$ cat src/control_pkg.sv
package control_pkg;

    // Vector types with a fixed meaning
    typedef logic [31:0] instruction_t;
    typedef logic [4:0]  status_t;
    typedef logic [30:0] control_word_t;
    typedef logic [4:0]  reg_addr_t;
    typedef logic [4:0]  alu_fn_t;

    // Multicycle sequencing
    typedef enum logic [1:0] {
        st_fetch     = 2'd0,
        st_execute   = 2'd1,
        st_execute_2 = 2'd2
    } state_t;

    // Control word field positions, lowest bit of each field
    localparam int da_lsb             = 26;
    localparam int sa_lsb             = 21;
    localparam int sb_lsb             = 16;
    localparam int fs_lsb             = 11;
    localparam int mem_write_bit      = 10;
    localparam int reg_write_bit      = 9;
    localparam int instr_load_bit     = 8;
    localparam int status_load_bit    = 7;
    localparam int b_sel_bit          = 6;
    localparam int c_sel_lsb          = 4;
    localparam int pc_sel_lsb         = 2;
    localparam int mem_read_bit       = 1;
    localparam int address_source_bit = 0;

    // ALU function codes
    localparam alu_fn_t fn_add    = 5'd0;
    localparam alu_fn_t fn_sub    = 5'd1;
    localparam alu_fn_t fn_and    = 5'd2;
    localparam alu_fn_t fn_orr    = 5'd3;
    localparam alu_fn_t fn_eor    = 5'd4;
    localparam alu_fn_t fn_lsl    = 5'd5;
    localparam alu_fn_t fn_lsr    = 5'd6;
    localparam alu_fn_t fn_pass_b = 5'd7;

    // Result source for the register write port
    localparam logic [1:0] src_alu    = 2'd0;
    localparam logic [1:0] src_memory = 2'd1;
    localparam logic [1:0] src_pc     = 2'd2;

    // PC update select
    localparam logic [1:0] pc_hold      = 2'd0;
    localparam logic [1:0] pc_increment = 2'd1;
    localparam logic [1:0] pc_relative  = 2'd2;
    localparam logic [1:0] pc_register  = 2'd3;

    // D format, bits 31 to 21
    localparam logic [10:0] op_ldur = 11'b11111000010;
    localparam logic [10:0] op_stur = 11'b11111000000;

    // I format, bits 31 to 22
    localparam logic [9:0] op_addi = 10'b1001000100;
    localparam logic [9:0] op_subi = 10'b1101000100;
    localparam logic [9:0] op_andi = 10'b1001001000;
    localparam logic [9:0] op_orri = 10'b1011001000;
    localparam logic [9:0] op_eori = 10'b1101001000;

    // IW format, bits 31 to 23
    localparam logic [8:0] op_movz = 9'b110100101;

    // R format, bits 31 to 21
    localparam logic [10:0] op_add = 11'b10001011000;
    localparam logic [10:0] op_sub = 11'b11001011000;
    localparam logic [10:0] op_and = 11'b10001010000;
    localparam logic [10:0] op_orr = 11'b10101010000;
    localparam logic [10:0] op_eor = 11'b11001010000;
    localparam logic [10:0] op_lsl = 11'b11010011011;
    localparam logic [10:0] op_lsr = 11'b11010011010;

    // Branch formats
    localparam logic [5:0]  op_b     = 6'b000101;
    localparam logic [5:0]  op_bl    = 6'b100101;
    localparam logic [7:0]  op_bcond = 8'b01010100;
    localparam logic [7:0]  op_cbz   = 8'b10110100;
    localparam logic [7:0]  op_cbnz  = 8'b10110101;
    localparam logic [10:0] op_br    = 11'b11010110000;

endpackage
$ cat src/control_unit.sv
`timescale 1ns/1ps

module control_unit #(
    parameter int data_width = 64
) (
    input  logic                       clock,
    input  logic                       reset,
    input  control_pkg::instruction_t  instruction,
    input  control_pkg::status_t       status,
    output control_pkg::control_word_t control_word,
    output logic [data_width-1:0]      constant
);

    control_pkg::state_t        state;
    control_pkg::state_t        next_state;
    control_pkg::control_word_t fetch_word;
    logic                       branch_select;

    control_pkg::control_word_t data_control_word;
    control_pkg::state_t        data_next_state;
    logic [data_width-1:0]      data_constant;

    control_pkg::control_word_t branch_control_word;
    control_pkg::state_t        branch_next_state;
    logic [data_width-1:0]      branch_constant;

    data_decoder #(
        .data_width (data_width)
    ) data_decoder_i (
        .instruction  (instruction),
        .state        (state),
        .control_word (data_control_word),
        .next_state   (data_next_state),
        .constant     (data_constant)
    );

    branch_decoder #(
        .data_width (data_width)
    ) branch_decoder_i (
        .instruction  (instruction),
        .state        (state),
        .status       (status),
        .control_word (branch_control_word),
        .next_state   (branch_next_state),
        .constant     (branch_constant)
    );

    // Instruction fetch from the PC with increment, memory addressed by the PC
    always_comb begin
        fetch_word = '0;
        fetch_word[control_pkg::instr_load_bit]  = 1'b1;
        fetch_word[control_pkg::mem_read_bit]    = 1'b1;
        fetch_word[control_pkg::pc_sel_lsb +: 2] = control_pkg::pc_increment;
    end

    // All branch formats share 101 in bits 28 to 26
    assign branch_select = (instruction[28:26] == 3'b101);

    always_comb begin
        case (state)
            control_pkg::st_execute, control_pkg::st_execute_2: begin
                control_word = branch_select ? branch_control_word : data_control_word;
                next_state   = branch_select ? branch_next_state : data_next_state;
                constant     = branch_select ? branch_constant : data_constant;
            end
            // Unused encoding falls back to fetch
            default: begin
                control_word = fetch_word;
                next_state   = control_pkg::st_execute;
                constant     = '0;
            end
        endcase
    end

    always_ff @(posedge clock or posedge reset) begin
        if (reset) begin
            state <= control_pkg::st_fetch;
        end else begin
            state <= next_state;
        end
    end

endmodule

$ cat src/branch_decoder.sv
`timescale 1ns/1ps

module branch_decoder #(
    parameter int data_width = 64
) (
    input  control_pkg::instruction_t  instruction,
    input  control_pkg::state_t        state,
    input  control_pkg::status_t       status,
    output control_pkg::control_word_t control_word,
    output control_pkg::state_t        next_state,
    output logic [data_width-1:0]      constant
);

    logic [5:0]  op6;
    logic [7:0]  op8;
    logic [10:0] op11;

    control_pkg::reg_addr_t rt;
    control_pkg::reg_addr_t rn;

    logic                  cond_taken;
    logic                  cb_taken;
    logic [data_width-1:0] imm26_constant;
    logic [data_width-1:0] imm19_constant;

    assign op6  = instruction[31:26];
    assign op8  = instruction[31:24];
    assign op11 = instruction[31:21];

    assign rt = instruction[4:0];
    assign rn = instruction[9:5];

    // Word offsets, sign-extended
    assign imm26_constant = {{(data_width-26){instruction[25]}}, instruction[25:0]};
    assign imm19_constant = {{(data_width-19){instruction[23]}}, instruction[23:5]};

    condition_check condition_check_i (
        .condition (instruction[3:0]),
        .flags     (status[3:0]),
        .taken     (cond_taken)
    );

    // CBZ branches on zero, CBNZ on nonzero
    assign cb_taken = (op8 == control_pkg::op_cbz) ? status[4] : !status[4];

    always_comb begin
        control_word = '0;
        next_state   = control_pkg::st_fetch;
        constant     = '0;
        if (state == control_pkg::st_execute) begin
            if (op6 == control_pkg::op_b) begin
                control_word[control_pkg::pc_sel_lsb +: 2] = control_pkg::pc_relative;
                constant = imm26_constant;
            end else if (op6 == control_pkg::op_bl) begin
                // Link first, branch in the second cycle
                control_word[control_pkg::da_lsb +: 5]    = 5'd30;
                control_word[control_pkg::c_sel_lsb +: 2] = control_pkg::src_pc;
                control_word[control_pkg::reg_write_bit]  = 1'b1;
                next_state = control_pkg::st_execute_2;
                constant   = imm26_constant;
            end else if (op8 == control_pkg::op_bcond) begin
                control_word[control_pkg::pc_sel_lsb +: 2] =
                    cond_taken ? control_pkg::pc_relative : control_pkg::pc_hold;
                constant = imm19_constant;
            end else if (op8 == control_pkg::op_cbz || op8 == control_pkg::op_cbnz) begin
                // Rt passes through the ALU to raise the zero flag
                control_word[control_pkg::sb_lsb +: 5] = rt;
                control_word[control_pkg::fs_lsb +: 5] = control_pkg::fn_pass_b;
                control_word[control_pkg::pc_sel_lsb +: 2] =
                    cb_taken ? control_pkg::pc_relative : control_pkg::pc_hold;
                constant = imm19_constant;
            end else if (op11 == control_pkg::op_br) begin
                control_word[control_pkg::sa_lsb +: 5]     = rn;
                control_word[control_pkg::fs_lsb +: 5]     = control_pkg::fn_pass_b;
                control_word[control_pkg::pc_sel_lsb +: 2] = control_pkg::pc_register;
            end
        end else if (state == control_pkg::st_execute_2) begin
            // Only BL reaches the second execute cycle
            if (op6 == control_pkg::op_bl) begin
                control_word[control_pkg::pc_sel_lsb +: 2] = control_pkg::pc_relative;
                constant = imm26_constant;
            end
        end
    end

endmodule

$ cat src/data_decoder.sv
`timescale 1ns/1ps

module data_decoder #(
    parameter int data_width = 64
) (
    input  control_pkg::instruction_t  instruction,
    input  control_pkg::state_t        state,
    output control_pkg::control_word_t control_word,
    output control_pkg::state_t        next_state,
    output logic [data_width-1:0]      constant
);

    logic [10:0] op11;
    logic [9:0]  op10;
    logic [8:0]  op9;

    control_pkg::reg_addr_t rd;
    control_pkg::reg_addr_t rn;
    control_pkg::reg_addr_t rm;

    logic [data_width-1:0] d_constant;
    logic [data_width-1:0] i_constant;
    logic [data_width-1:0] movz_field;
    logic [data_width-1:0] movz_constant;
    logic [data_width-1:0] shift_constant;

    logic                  i_valid;
    control_pkg::alu_fn_t  i_fn;
    logic                  r_valid;
    logic                  r_shift;
    control_pkg::alu_fn_t  r_fn;

    assign op11 = instruction[31:21];
    assign op10 = instruction[31:22];
    assign op9  = instruction[31:23];

    // Rt shares the Rd position
    assign rd = instruction[4:0];
    assign rn = instruction[9:5];
    assign rm = instruction[20:16];

    assign d_constant     = {{(data_width-9){instruction[20]}}, instruction[20:12]};
    assign i_constant     = {{(data_width-12){1'b0}}, instruction[21:10]};
    assign movz_field     = {{(data_width-16){1'b0}}, instruction[20:5]};
    // hw field picks a 16-bit lane
    assign movz_constant  = movz_field << {instruction[22:21], 4'b0000};
    assign shift_constant = {{(data_width-6){1'b0}}, instruction[15:10]};

    // I format ALU function
    always_comb begin
        i_valid = 1'b1;
        case (op10)
            control_pkg::op_addi: i_fn = control_pkg::fn_add;
            control_pkg::op_subi: i_fn = control_pkg::fn_sub;
            control_pkg::op_andi: i_fn = control_pkg::fn_and;
            control_pkg::op_orri: i_fn = control_pkg::fn_orr;
            control_pkg::op_eori: i_fn = control_pkg::fn_eor;
            default: begin
                i_valid = 1'b0;
                i_fn    = control_pkg::fn_add;
            end
        endcase
    end

    // R format ALU function
    always_comb begin
        r_valid = 1'b1;
        r_shift = 1'b0;
        case (op11)
            control_pkg::op_add: r_fn = control_pkg::fn_add;
            control_pkg::op_sub: r_fn = control_pkg::fn_sub;
            control_pkg::op_and: r_fn = control_pkg::fn_and;
            control_pkg::op_orr: r_fn = control_pkg::fn_orr;
            control_pkg::op_eor: r_fn = control_pkg::fn_eor;
            control_pkg::op_lsl: begin
                r_fn    = control_pkg::fn_lsl;
                r_shift = 1'b1;
            end
            control_pkg::op_lsr: begin
                r_fn    = control_pkg::fn_lsr;
                r_shift = 1'b1;
            end
            default: begin
                r_valid = 1'b0;
                r_fn    = control_pkg::fn_add;
            end
        endcase
    end

    // Data instructions finish in one execute cycle
    always_comb begin
        control_word = '0;
        next_state   = control_pkg::st_fetch;
        constant     = '0;
        if (state == control_pkg::st_execute) begin
            if (op11 == control_pkg::op_ldur) begin
                control_word[control_pkg::da_lsb +: 5]         = rd;
                control_word[control_pkg::sa_lsb +: 5]         = rn;
                control_word[control_pkg::fs_lsb +: 5]         = control_pkg::fn_add;
                control_word[control_pkg::b_sel_bit]           = 1'b1;
                control_word[control_pkg::mem_read_bit]        = 1'b1;
                control_word[control_pkg::address_source_bit]  = 1'b1;
                control_word[control_pkg::c_sel_lsb +: 2]      = control_pkg::src_memory;
                control_word[control_pkg::reg_write_bit]       = 1'b1;
                constant = d_constant;
            end else if (op11 == control_pkg::op_stur) begin
                // Rt goes out on the B port as store data
                control_word[control_pkg::sa_lsb +: 5]         = rn;
                control_word[control_pkg::sb_lsb +: 5]         = rd;
                control_word[control_pkg::fs_lsb +: 5]         = control_pkg::fn_add;
                control_word[control_pkg::b_sel_bit]           = 1'b1;
                control_word[control_pkg::address_source_bit]  = 1'b1;
                control_word[control_pkg::mem_write_bit]       = 1'b1;
                constant = d_constant;
            end else if (i_valid) begin
                control_word[control_pkg::da_lsb +: 5]    = rd;
                control_word[control_pkg::sa_lsb +: 5]    = rn;
                control_word[control_pkg::fs_lsb +: 5]    = i_fn;
                control_word[control_pkg::b_sel_bit]      = 1'b1;
                control_word[control_pkg::reg_write_bit]  = 1'b1;
                control_word[control_pkg::c_sel_lsb +: 2] = control_pkg::src_alu;
                constant = i_constant;
            end else if (op9 == control_pkg::op_movz) begin
                control_word[control_pkg::da_lsb +: 5]    = rd;
                control_word[control_pkg::sa_lsb +: 5]    = rn;
                control_word[control_pkg::fs_lsb +: 5]    = control_pkg::fn_pass_b;
                control_word[control_pkg::b_sel_bit]      = 1'b1;
                control_word[control_pkg::reg_write_bit]  = 1'b1;
                control_word[control_pkg::c_sel_lsb +: 2] = control_pkg::src_alu;
                constant = movz_constant;
            end else if (r_valid) begin
                control_word[control_pkg::da_lsb +: 5]    = rd;
                control_word[control_pkg::sa_lsb +: 5]    = rn;
                control_word[control_pkg::sb_lsb +: 5]    = rm;
                control_word[control_pkg::fs_lsb +: 5]    = r_fn;
                control_word[control_pkg::b_sel_bit]      = r_shift;
                control_word[control_pkg::reg_write_bit]  = 1'b1;
                control_word[control_pkg::c_sel_lsb +: 2] = control_pkg::src_alu;
                constant = r_shift ? shift_constant : '0;
            end
        end
    end

endmodule

$ cat src/condition_check.sv
`timescale 1ns/1ps

module condition_check (
    input  logic [3:0] condition,
    input  logic [3:0] flags,
    output logic       taken
);

    logic n;
    logic z;
    logic c;
    logic v;

    // Stored flags arrive as N, Z, C, V from the top bit down
    assign {n, z, c, v} = flags;

    always_comb begin
        case (condition)
            4'd0:  taken = z;
            4'd1:  taken = !z;
            4'd2:  taken = c;
            4'd3:  taken = !c;
            4'd4:  taken = n;
            4'd5:  taken = !n;
            4'd6:  taken = v;
            4'd7:  taken = !v;
            // Unsigned higher and lower or same
            4'd8:  taken = c && !z;
            4'd9:  taken = !(c && !z);
            // Signed compares
            4'd10: taken = (n == v);
            4'd11: taken = (n != v);
            4'd12: taken = !z && (n == v);
            4'd13: taken = !(!z && (n == v));
            // AL and NV both branch
            default: taken = 1'b1;
        endcase
    end

endmodule

$ cat config.mk
export PLATFORM = sky130hd
export DESIGN_NAME = control_unit
export DESIGN_NICKNAME = d
export VERILOG_FILES = /design/src/control_pkg.sv /design/src/control_unit.sv /design/src/branch_decoder.sv /design/src/data_decoder.sv /design/src/condition_check.sv
export SDC_FILE = /design/constraint.sdc
export NUM_CORES = 1
export LEC_CHECK = 0
export BUFFER_PORTS_ARGS = -buffer_cell sky130_fd_sc_hd__buf_2
export CAP_MARGIN = 20
export CORE_ASPECT_RATIO = 1.1
export CORE_MARGIN = 1.5
export CORE_UTILIZATION = 49
export CTS_CLUSTER_SIZE = 24
export DETAILED_ROUTE_END_ITERATION = 6
export PLACE_DENSITY = 0.8
export SLEW_MARGIN = 5
export SYNTH_ARGS = -nofsm -noshare
export SYNTH_HDL_FRONTEND = slang
export SYNTH_HIERARCHICAL = 1
export SYNTH_SLANG_ARGS = --single-unit
$ cat constraint.sdc
create_clock -name clock -period 5.45 [get_ports clock]
set_input_delay 1.635 -clock clock [delete_from_list [all_inputs] [get_ports clock]]
set_output_delay 1.635 -clock clock [all_outputs]
set_load 0.1 [all_outputs]
==> impl_metrics.tcl, run 1 <==
set metrics [dict create \
    critPathRequiredTime_ps 3820 \
    tightestPinTransition_ps 2030 \
    n_antenna_cell 0 \
    drive_above_1_share_pct 36.1 \
    fillers 489 \
    ys_warn_count 6 \
    grt_usage_pct 36.5 \
    cp-endpoint "control_word[3]" \
    synth-edff-count 0 \
    cts_sinks 2 \
    cp.arrival_ps 4200 \
    cp_max_fo 14 \
    leakage_nw 2.50 \
    die-area_um2 9550 \
    setup_viol 10 \
    start_kind "primary input" \
    syn-instance-count 801 \
    holdBufCountCts 0 \
    maxSlewHeadroom_pct -34.9 \
    finalNetCount 916 \
    status "finished, violations left" \
    portBuffers 130 \
    rrSetupSlack_ps 3470 \
    worst_slack_ps -380 \
    row_count 36 \
    rr_worst_depth 4 \
    synth_seq_cells 2 \
    routed_via_density 6.59 \
    coreArea_um2 8780 \
    seq_area_frac_synth_pct 1.14 \
    ys_async_sr_fraction_pct 100 \
    netlist-cell-type-count 65 \
    initial_core_util_pct 50.0 \
    htreeDepth 1 \
    hpwl_um 12900 \
    die_w_um 93.3 \
    drtAntennaViolNets 0 \
    power_density_nw_per_um2 211 \
    num_vias 6516 \
    period_needed_ps 5830 \
    cts_buffers 3 \
    p_total_mw 1.55 \
    timing.final.crit_share_pct 107 \
    route.detailed.drc 3 \
    multi_input_area_um2 4600 \
    final_util_pct 83.9 \
    fin_skew_ps 5.32 \
    place_congestion 1.04 \
    grt_max_degree 54 \
    cts-root-buf "clkbuf_8" \
    synthFlopType "dfrtp_1" \
    hold_class "in2async" \
    path_clk_slew_ps 30 \
    syn_avg_cell_area_um2 5.49 \
    rr_startpoint "state[1]" \
    grt_pass1_vias 5955 \
    rsz0062_at_grt "yes" \
    ios 134 \
    gr-total-overflow 0 \
    cts_tree "yes" \
    syn_to_final_growth_pct 67.7 \
    grt_pass1_wl_um 28400 \
    vdd_drop_max_mv 0.267 \
    clk_latency_ps 220 \
    largest_reg_flops 2 \
    end_kind "output port" \
    die_h_um 102 \
    slew_viol_final 3 \
    maxCapViolCount 0 \
    first_pass_iters 7 \
    antenna_found_initial 0 \
    violations "design-rule violations, max-slew violations, negative setup slack" \
    r2r_end "state[0]" \
    hold_viol 0 \
    fmax_mhz 172 \
    drt_iter0_markers 1000 \
    seqCellArea_um2 50.0 \
    cts_buffer_depth 2 \
    drt_wl_total_um 19600 \
    syn-cell-area_um2 4400 \
    largest_registers "state x2" \
    cp-startpoint "instruction[22]" \
    critPathKind "in2out" \
    regMostFlops "state" \
    wire_per_inst_um 19.9 \
]
[synth_stat cells (3+ instances only)]
cell type    n  area (um^2)
nand4bb_1    4         45.0
and3b_1      3         26.3
a221oi_1     3         26.3
or2_1        3         18.8
o21ai_1     10         50.1
nand2b_1    10         62.6
nand4b_1     3         26.3
or2_2        3         18.8
a21o_1       7         52.6
nand3_1     12         60.1
a31oi_1      5         31.3
a32o_1       5         50.1
buf_2       21          105
and2_1      16          100
nor2_1      36          135
inv_1        7         26.3
a22oi_1      7         52.6
buf_4       72          541
xor2_1       3         26.3
buf_6        8         90.1
nor3b_1      5         37.5
a21oi_1    148          741
and3_1       6         37.5
nor3_1       6         30.0
o21ai_0      7         35.0
o311ai_0     3         26.3
nor2b_1      6         37.5
a32oi_1      9         78.8
nor4_4       3         63.8
a22o_1      14          123
buf_1        4         15.0
or3_1       12         75.1
clkbuf_1    25         93.8
nand2_1    276         1040
[per-layer routing]
layer  vias to the layer above  share of wire [%]  wire length [um]  track usage [%]
li1                       2815                  -                 -                -
met1                      2875                 32              6310             40.0
met2                       595                 46              9000             63.3
met3                       231                 13              2530             6.77
met4                         0                9.1              1790             25.9
met5                         -                  0                 0                0
[kinds of logic after synthesis]
family	Yosys count	share of synthesized area [%]
AO/OA/AOI/OAI	233	32.4
other	2	0.171
flip-flops	2	1.14
AND/OR/NAND/NOR	422	45.4
buffers and inverters	138	19.9
XOR/XNOR	4	0.968
[critical path: stages]
cell,delay (ps)
buf_2,210
or3_1,410
or3_1,420
a21boi_0,170
o32ai_1,710
nand2_1,200
a21oi_2,230
buf_12,200
[cells in the final DEF, fill, tap and decap left out, types with 4 or more instances in the layout]
cell / n
buf_2: 38
a21o_1: 6
nand2_2: 4
or3_1: 12
a22oi_1: 7
o21ai_1: 9
and2_1: 15
nor2b_1: 6
and3_1: 6
a21oi_1: 57
nor2_1: 35
nand2b_1: 8
a32oi_1: 9
buf_4: 43
nand3_1: 11
o21ai_0: 7
conb_1: 20
a22o_1: 14
buf_12: 97
nand2_1: 272
a32o_1: 5
a21oi_4: 80
a31oi_1: 5
nor3_1: 5
inv_1: 7
a21oi_2: 11
nor3b_1: 4
[area by class of cell]
cell class                 count  share of cell area, %
multi-input combinational    680                   62.5
clock buffer                   3                  0.560
inverter                       8                  0.407
sequential                     2                  0.679
timing repair buffer         182                   34.0
tap                          114                   1.93
[repair_timing]
| item | 4_1_cts | 5_1_grt |
|---|---|---|
| endpoints found under the setup margin | 6 | 72 |
| gates resized for setup | 2 | 27 |
| gates cloned | 0 | 2 |
| buffers inserted | 2 | 11 |
| pin swaps | 2 | 22 |
[where the power goes]
part           switching (mW)  internal, mW
logic                    1.14         0.310
clock network          0.0128        0.0468
registers              0.0254        0.0216
[how the worst min path moves through the flow]
stage	to	slack (ps)
6_report	state[1]	1270
2_1_floorplan	state[1]	850
3_5_place_dp	state[1]	1310
4_1_cts	state[1]	1270
3_3_place_gp	state[1]	1280
5_1_grt	state[1]	1290
[stage by stage]
stage	instance area, um^2	setup TNS [ps]	hold WS [ps]	std cells	setup WS, ps
2_1_floorplan	5410	0	853	819	12.8
3_3_place_gp	7090	0	1280	971	28.5
3_5_place_dp	7090	-457	1310	971	-132
4_1_cts	7160	0	1270	976	2.15
5_1_grt	7370	-1330	1290	989	-409
6_report	7370	-1320	1270	989	-380
Power figures use the tool's default switching activity.
==> run 2, diff against run 1 <==
--- a/config.mk
+++ b/config.mk
@@ -13,6 +13,7 @@
 export CTS_CLUSTER_SIZE = 24
 export DETAILED_ROUTE_END_ITERATION = 6
 export PLACE_DENSITY = 0.8
+export REMOVE_ABC_BUFFERS = 1
 export SLEW_MARGIN = 5
 export SYNTH_ARGS = -nofsm -noshare
 export SYNTH_HDL_FRONTEND = slang
==> run 2 against run 1 <==
  * The run ends with max-slew violations, negative setup slack left
  * First-iteration DRC count rose by 14%
  * Clock skew fell by 4.0 ps
  * Register-to-register slack gained 360 ps
  * Utilization decreased by 9.5 points
  * Setup slack improved by 380 ps
  * Sequential cell count is the same
  * Routed wire length is 11% lower
  * Critical endpoint is now constant[7]
  * Highest routed layer unchanged
==> impl_metrics.tcl, run 2 (same netlist as run 1, synthesis figures left out) <==
set metrics [dict create \
    status "finished, violations left" \
    violations "max-slew violations, negative setup slack" \
    worst_slack_ps -0.782 \
    setup-tns-final_ps -0.782 \
    seq_power_share_pct 3.6 \
    critPathRequiredTime_ps 3820 \
    holdBufCountCts 0 \
    rr_startpoint "state[1]" \
    setup_viol 1 \
    start_kind "primary input" \
    hold_class "reg2reg" \
    hold_path_depth 3 \
    timing.hold.ws_ps 1200 \
    cts_sinks 2 \
    layout_commonest_cell "nand2_1" \
    maxCapViolCount 0 \
    period_needed_ps 5450 \
    p_total_mw 1.18 \
    clockPowerShare_pct 5.0 \
    die_w_um 93.3 \
    combPwrFrac_pct 91.4 \
    cp_max_fo 14 \
    grt_pass1_vias 5288 \
    grt_pass1_wl_um 25700 \
    path_clk_slew_ps 30 \
    regMostFlops "state" \
    cts-root-buf "clkbuf_8" \
    die_h_um 102 \
    rr_worst_depth 5 \
    power_density_nw_per_um2 181 \
    grt_max_degree 67 \
    cts_tree "yes" \
    vdd_drop_max_mv 0.461 \
    place_congestion 1.17 \
    drt_wl_total_um 17500 \
    slew_viol_final 3 \
    p_int_uw 291 \
    portBuffers 130 \
    coreArea_um2 8780 \
    cts_buffer_depth 2 \
    antenna_found_initial 0 \
    gr-usage-met1_pct 40.6 \
    grtUsageMet3_pct 5.51 \
    grt_usage_pct 32.4 \
    min-delay-start "state[0]" \
    num_vias 6217 \
    syn_to_final_growth_pct 48.7 \
    clk_latency_ps 210 \
    route.detailed.drc 0 \
    ios 134 \
    first_pass_iters 7 \
    cts_buffers 3 \
    busiest_layer "met2" \
    tightestPinTransition_ps 2040 \
    switching_share_pct 75.4 \
    routed_via_density 6.31 \
    wire_per_inst_um 17.8 \
    row_count 36 \
    hold_end "state[1]" \
    initial_core_util_pct 50.0 \
    fillers 593 \
    n_antenna_cell 0 \
    fin_skew_ps 1.36 \
    place_ws_ps -16.9 \
    largest_reg_flops 2 \
    fmax_mhz 183 \
    r2r_end "state[1]" \
    drtAntennaViolNets 0 \
    timing.final.crit_share_pct 100 \
    critPathKind "in2out" \
    hpwl_um 11400 \
    final_cell_mix "nand2_1 (276), buf_12 (96), a21oi_1 (95), a21oi_2 (53)" \
    end_kind "output port" \
    htreeDepth 1 \
    grtUsageMet2_pct 52.7 \
    drt_iter0_markers 1139 \
    hold_viol 0 \
    rrSetupSlack_ps 3830 \
    largest_registers "state x2" \
    maxSlewHeadroom_pct -35.7 \
    p_switching_uw 893 \
    finalNetCount 912 \
    die-area_um2 9550 \
    leakage_nw 2.42 \
    cp.arrival_ps 3820 \
    gr-total-overflow 0 \
    drive_above_1_share_pct 30.4 \
]
==> run 2: final cells by class <==
cell class	count	area (um^2)	share of cell area (%)
Sequential cell	2	50.0	0.766
Timing Repair Buffer	179	2460	37.6
Multi-Input combinational cell	679	3820	58.4
Clock buffer	3	41.3	0.632
Inverter	8	30.0	0.459
Tap cell	114	143	2.18
==> run 2: power groups by stage <==
| stage | logic, mW | registers [mW] | clock network [mW] |
|---|---|---|---|
| 3_3_place_gp | 0.965 | 0.0408 | 0 |
| 6_report | 1.08 | 0.0422 | 0.0595 |
| 4_1_cts | 0.988 | 0.0413 | 0.0614 |
| 5_1_grt | 1.12 | 0.0428 | 0.0635 |
| 2_1_floorplan | 0.644 | 0.0332 | 0 |
| 3_5_place_dp | 0.981 | 0.0415 | 0 |
==> run 2: what timing repair did <==
item                       4_1_cts  5_1_grt
buffers inserted                 0        1
setup endpoints to repair        9       81
pin swaps                        2        8
resized for setup                6       63
==> run 2: per-layer routing <==
metal	share of wire (%)	up-vias	wire length, um
met5	0	-	0
met3	12	123	2120
li1	-	2802	-
met1	35	2758	6190
met4	5.5	0	960
met2	47	534	8230
==> run 2: how the worst max path moves through the flow <==
stage / from / endpoint / cells after the start
floorplan: instruction[27] / constant[25] / 6
global placement: instruction[26] / constant[24] / 11
detailed placement: instruction[26] / control_word[30] / 9
CTS: instruction[28] / control_word[29] / 11
global route: instruction[26] / control_word[29] / 9
finish: instruction[27] / constant[7] / 11
==> run 2: stage by stage <==
step | instance area, um^2 | instances | utilization [%]
floorplan | 3620 | 689 | -
global placement | 6220 | 981 | 70.8
detailed placement | 6220 | 981 | 70.8
CTS | 6290 | 984 | 71.6
global route | 6540 | 985 | 74.4
finish | 6540 | 985 | 74.4
==> run 2: critical path, stage by stage <==
cell and delay (ps):
buf_2 110, buf_4 150, nand4bb_1 300, buf_4 260, nor3_2 200, buf_4 240, a22o_1 170, a22o_1 140
nand2_1 80, a21oi_1 300, buf_12 220
==> run 3, diff against run 2 <==
--- a/config.mk
+++ b/config.mk
@@ -9,13 +9,12 @@
 export CAP_MARGIN = 20
 export CORE_ASPECT_RATIO = 1.1
 export CORE_MARGIN = 1.5
-export CORE_UTILIZATION = 49
+export CORE_UTILIZATION = 51
 export CTS_CLUSTER_SIZE = 24
 export DETAILED_ROUTE_END_ITERATION = 6
-export PLACE_DENSITY = 0.8
+export PLACE_DENSITY = 0.89
 export REMOVE_ABC_BUFFERS = 1
 export SLEW_MARGIN = 5
 export SYNTH_ARGS = -nofsm -noshare
 export SYNTH_HDL_FRONTEND = slang
-export SYNTH_HIERARCHICAL = 1
 export SYNTH_SLANG_ARGS = --single-unit
==> constraint.sdc (replaced) <==
create_clock -name clock -period 7.05 [get_ports clock]
set_input_delay 2.115 -clock clock [delete_from_list [all_inputs] [get_ports clock]]
set_output_delay 2.115 -clock clock [all_outputs]
set_load 0.1 [all_outputs]
==> run 3 against run 2 <==
  * The run ends with design-rule violations left
  * Highest routed layer unchanged
  * Largest cell class unchanged
  * Sequential cell count did not move
  * Clock power fell by 25%
  * First-iteration DRC count fell by 23%
==> impl_metrics.tcl, run 3 <==
set metrics [dict create \
    antenna_found_initial 0 \
    yosysMostFrequentCell "a21oi_1" \
    synth_common_cells "a21oi_1 (86), nor2_1 (57), clkbuf_1 (39)" \
    ios 134 \
    fmax_mhz 147 \
    netlist-cell-type-count 59 \
    final_cell_mix "a21oi_1 (86), buf_2 (81), nor2_1 (57), buf_12 (49), nand2_1 (34)" \
    maxCapViolCount 0 \
    synthFlopType "dfrtp_1" \
    coreArea_um2 4750 \
    post-cts-setup-buffers 0 \
    place_congestion 1.18 \
    hold_class "reg2reg" \
    min-delay-start "state[1]" \
    grt_pass1_wl_um 19100 \
    die_w_um 70.8 \
    status "finished, violations left" \
    drt_wl_total_um 12300 \
    worst_slack_ps 256 \
    syn_avg_cell_area_um2 5.69 \
    setup_viol 0 \
    hpwl_um 8960 \
    portBuffers 130 \
    die-area_um2 5500 \
    synth_area_leaders "a21oi_1 (17%), nor2_1 (8.3%), clkbuf_1 (5.7%), nand2_1 (4.9%), nand3_1 (4.8%)" \
    cp_max_fo 17 \
    regMostFlops "state" \
    maxSlewHeadroom_pct 29.7 \
    critPathRequiredTime_ps 4930 \
    gr-total-overflow 0 \
    tightestPinTransition_ps 1060 \
    grt_usage_pct 42.0 \
    path_clk_slew_ps 30 \
    synth_top_cell_by_area "a21oi_1" \
    synth_top_area_share_pct 16.7 \
    largest_reg_flops 2 \
    synth-edff-count 0 \
    power_density_nw_per_um2 170 \
    htreeDepth 1 \
    cts_tree "yes" \
    first_pass_iters 7 \
    syn-instance-count 454 \
    layout_commonest_cell "a21oi_1" \
    ys_warn_count 0 \
    route.detailed.drc 127 \
    fin_skew_ps 2.62 \
    clk_latency_ps 210 \
    end_kind "output port" \
    syn_to_final_growth_pct 55.2 \
    cts-root-buf "clkbuf_8" \
    synth_seq_cells 2 \
    holdBufCountCts 0 \
    wire_per_inst_um 20.1 \
    cp.arrival_ps 4680 \
    timing.final.crit_share_pct 96.4 \
    finalNetCount 598 \
    drt_iter0_markers 878 \
    cts_sinks 2 \
    row_count 26 \
    slew_viol_final 0 \
    drtAntennaViolNets 0 \
    rsz0062_at_grt "no" \
    ys_async_sr_fraction_pct 100 \
    die_h_um 77.6 \
    leakage_nw 1.74 \
    n_antenna_cell 0 \
    violations "design-rule violations" \
    fillers 266 \
    initial_core_util_pct 54.4 \
    r2r_end "state[1]" \
    cts_buffer_depth 2 \
    drive_above_1_share_pct 28.3 \
    seqCellArea_um2 50.0 \
    num_vias 4417 \
    p_total_uw 681 \
    start_kind "primary input" \
    largest_registers "state x2" \
    grt_pass1_vias 3914 \
    critPathKind "in2out" \
    hold_path_depth 1 \
    rrSetupSlack_ps 4890 \
    cts_resized 0 \
    vdd_drop_max_mv 0.203 \
    period_needed_ps 6790 \
    routed_via_density 7.23 \
    seq_area_frac_synth_pct 1.94 \
    rr_startpoint "state[0]" \
    syn-cell-area_um2 2580 \
    cp-startpoint "instruction[24]" \
    hold_end "state[0]" \
    cts_buffers 3 \
    multi_input_area_um2 2290 \
    place_ws_ps 426 \
    rr_worst_depth 5 \
    grt_max_degree 40 \
    hold_viol 0 \
]
## run 3: changes by cell type after synthesis, moves of 14 or more
cell / delta
nand2_1: -242
buf_4: -69
a21oi_1: -62
buf_2: -21
nor2_1: +21
a22o_1: -14
and2_1: -14
clkbuf_1: +14
## run 3: cells by family after synthesis
kind of cell             count (synthesis)  share of synthesized area (%)
AO/OA/AOI/OAI                          186                           45.4
XOR/XNOR                                 5                           1.70
other                                    1                          0.145
multiplexers                             2                          0.775
buffers and inverters                   63                           10.2
adder cells (fa/ha/maj)                  2                          0.969
AND/OR/NAND/NOR                        193                           38.9
flip-flops                               2                           1.94
## run 3: how the worst max path moves through the flow
stage | slack (ps) | cells after the start | to
after floorplan | -2690 | 2 | control_word[3]
after global placement | 600 | 7 | constant[11]
after detailed placement | 430 | 7 | constant[5]
after CTS | 430 | 7 | constant[5]
after global routing | 160 | 7 | constant[11]
final | 260 | 7 | constant[5]
## run 3: cell type report
type                       instances  share of cell area, %
multi-input combinational        391                   57.2
inverter                          13                   1.22
timing repair buffer             146                   37.6
sequential                         2                   1.25
clock buffer                       3                   1.03
tap                               56                   1.75
## run 3: critical path, cell delays in order
cell,delay [ps]
buf_2,200
or4b_4,570
and2_4,190
nor3_1,530
a2bb2oi_1,180
a211oi_1,360
buf_2,500
## run 3: per-stage QoR
step	instance area [um^2]	TNS (ps)	util [%]	hold WS [ps]	instances
6_report	4010	0	84.4	1050	611
5_1_grt	4010	0	84.4	1070	611
4_1_cts	4010	0	84.4	1000	611
3_5_place_dp	3970	0	83.5	1010	608
3_3_place_gp	3970	0	83.5	963	608
2_1_floorplan	2380	-88300	-	1310	406
## run 3: report_power, final
part | total [mW] | internal [mW] | switching (mW)
Combinational | 0.623 | 0.162 | 0.460
Clock | 0.0445 | 0.0361 | 0.00843
Sequential | 0.0141 | 0.0132 | 0.000876
Total | 0.681 | 0.212 | 0.470
## run 3: routing by layer
layer | track usage (%) | vias up | share of wire (%)
li1 | - | 1892 | -
met1 | 50.4 | 1913 | 34
met2 | 67.8 | 470 | 44
met3 | 10.1 | 142 | 14
met4 | 23.6 | 0 | 7.1
met5 | 0 | - | 0
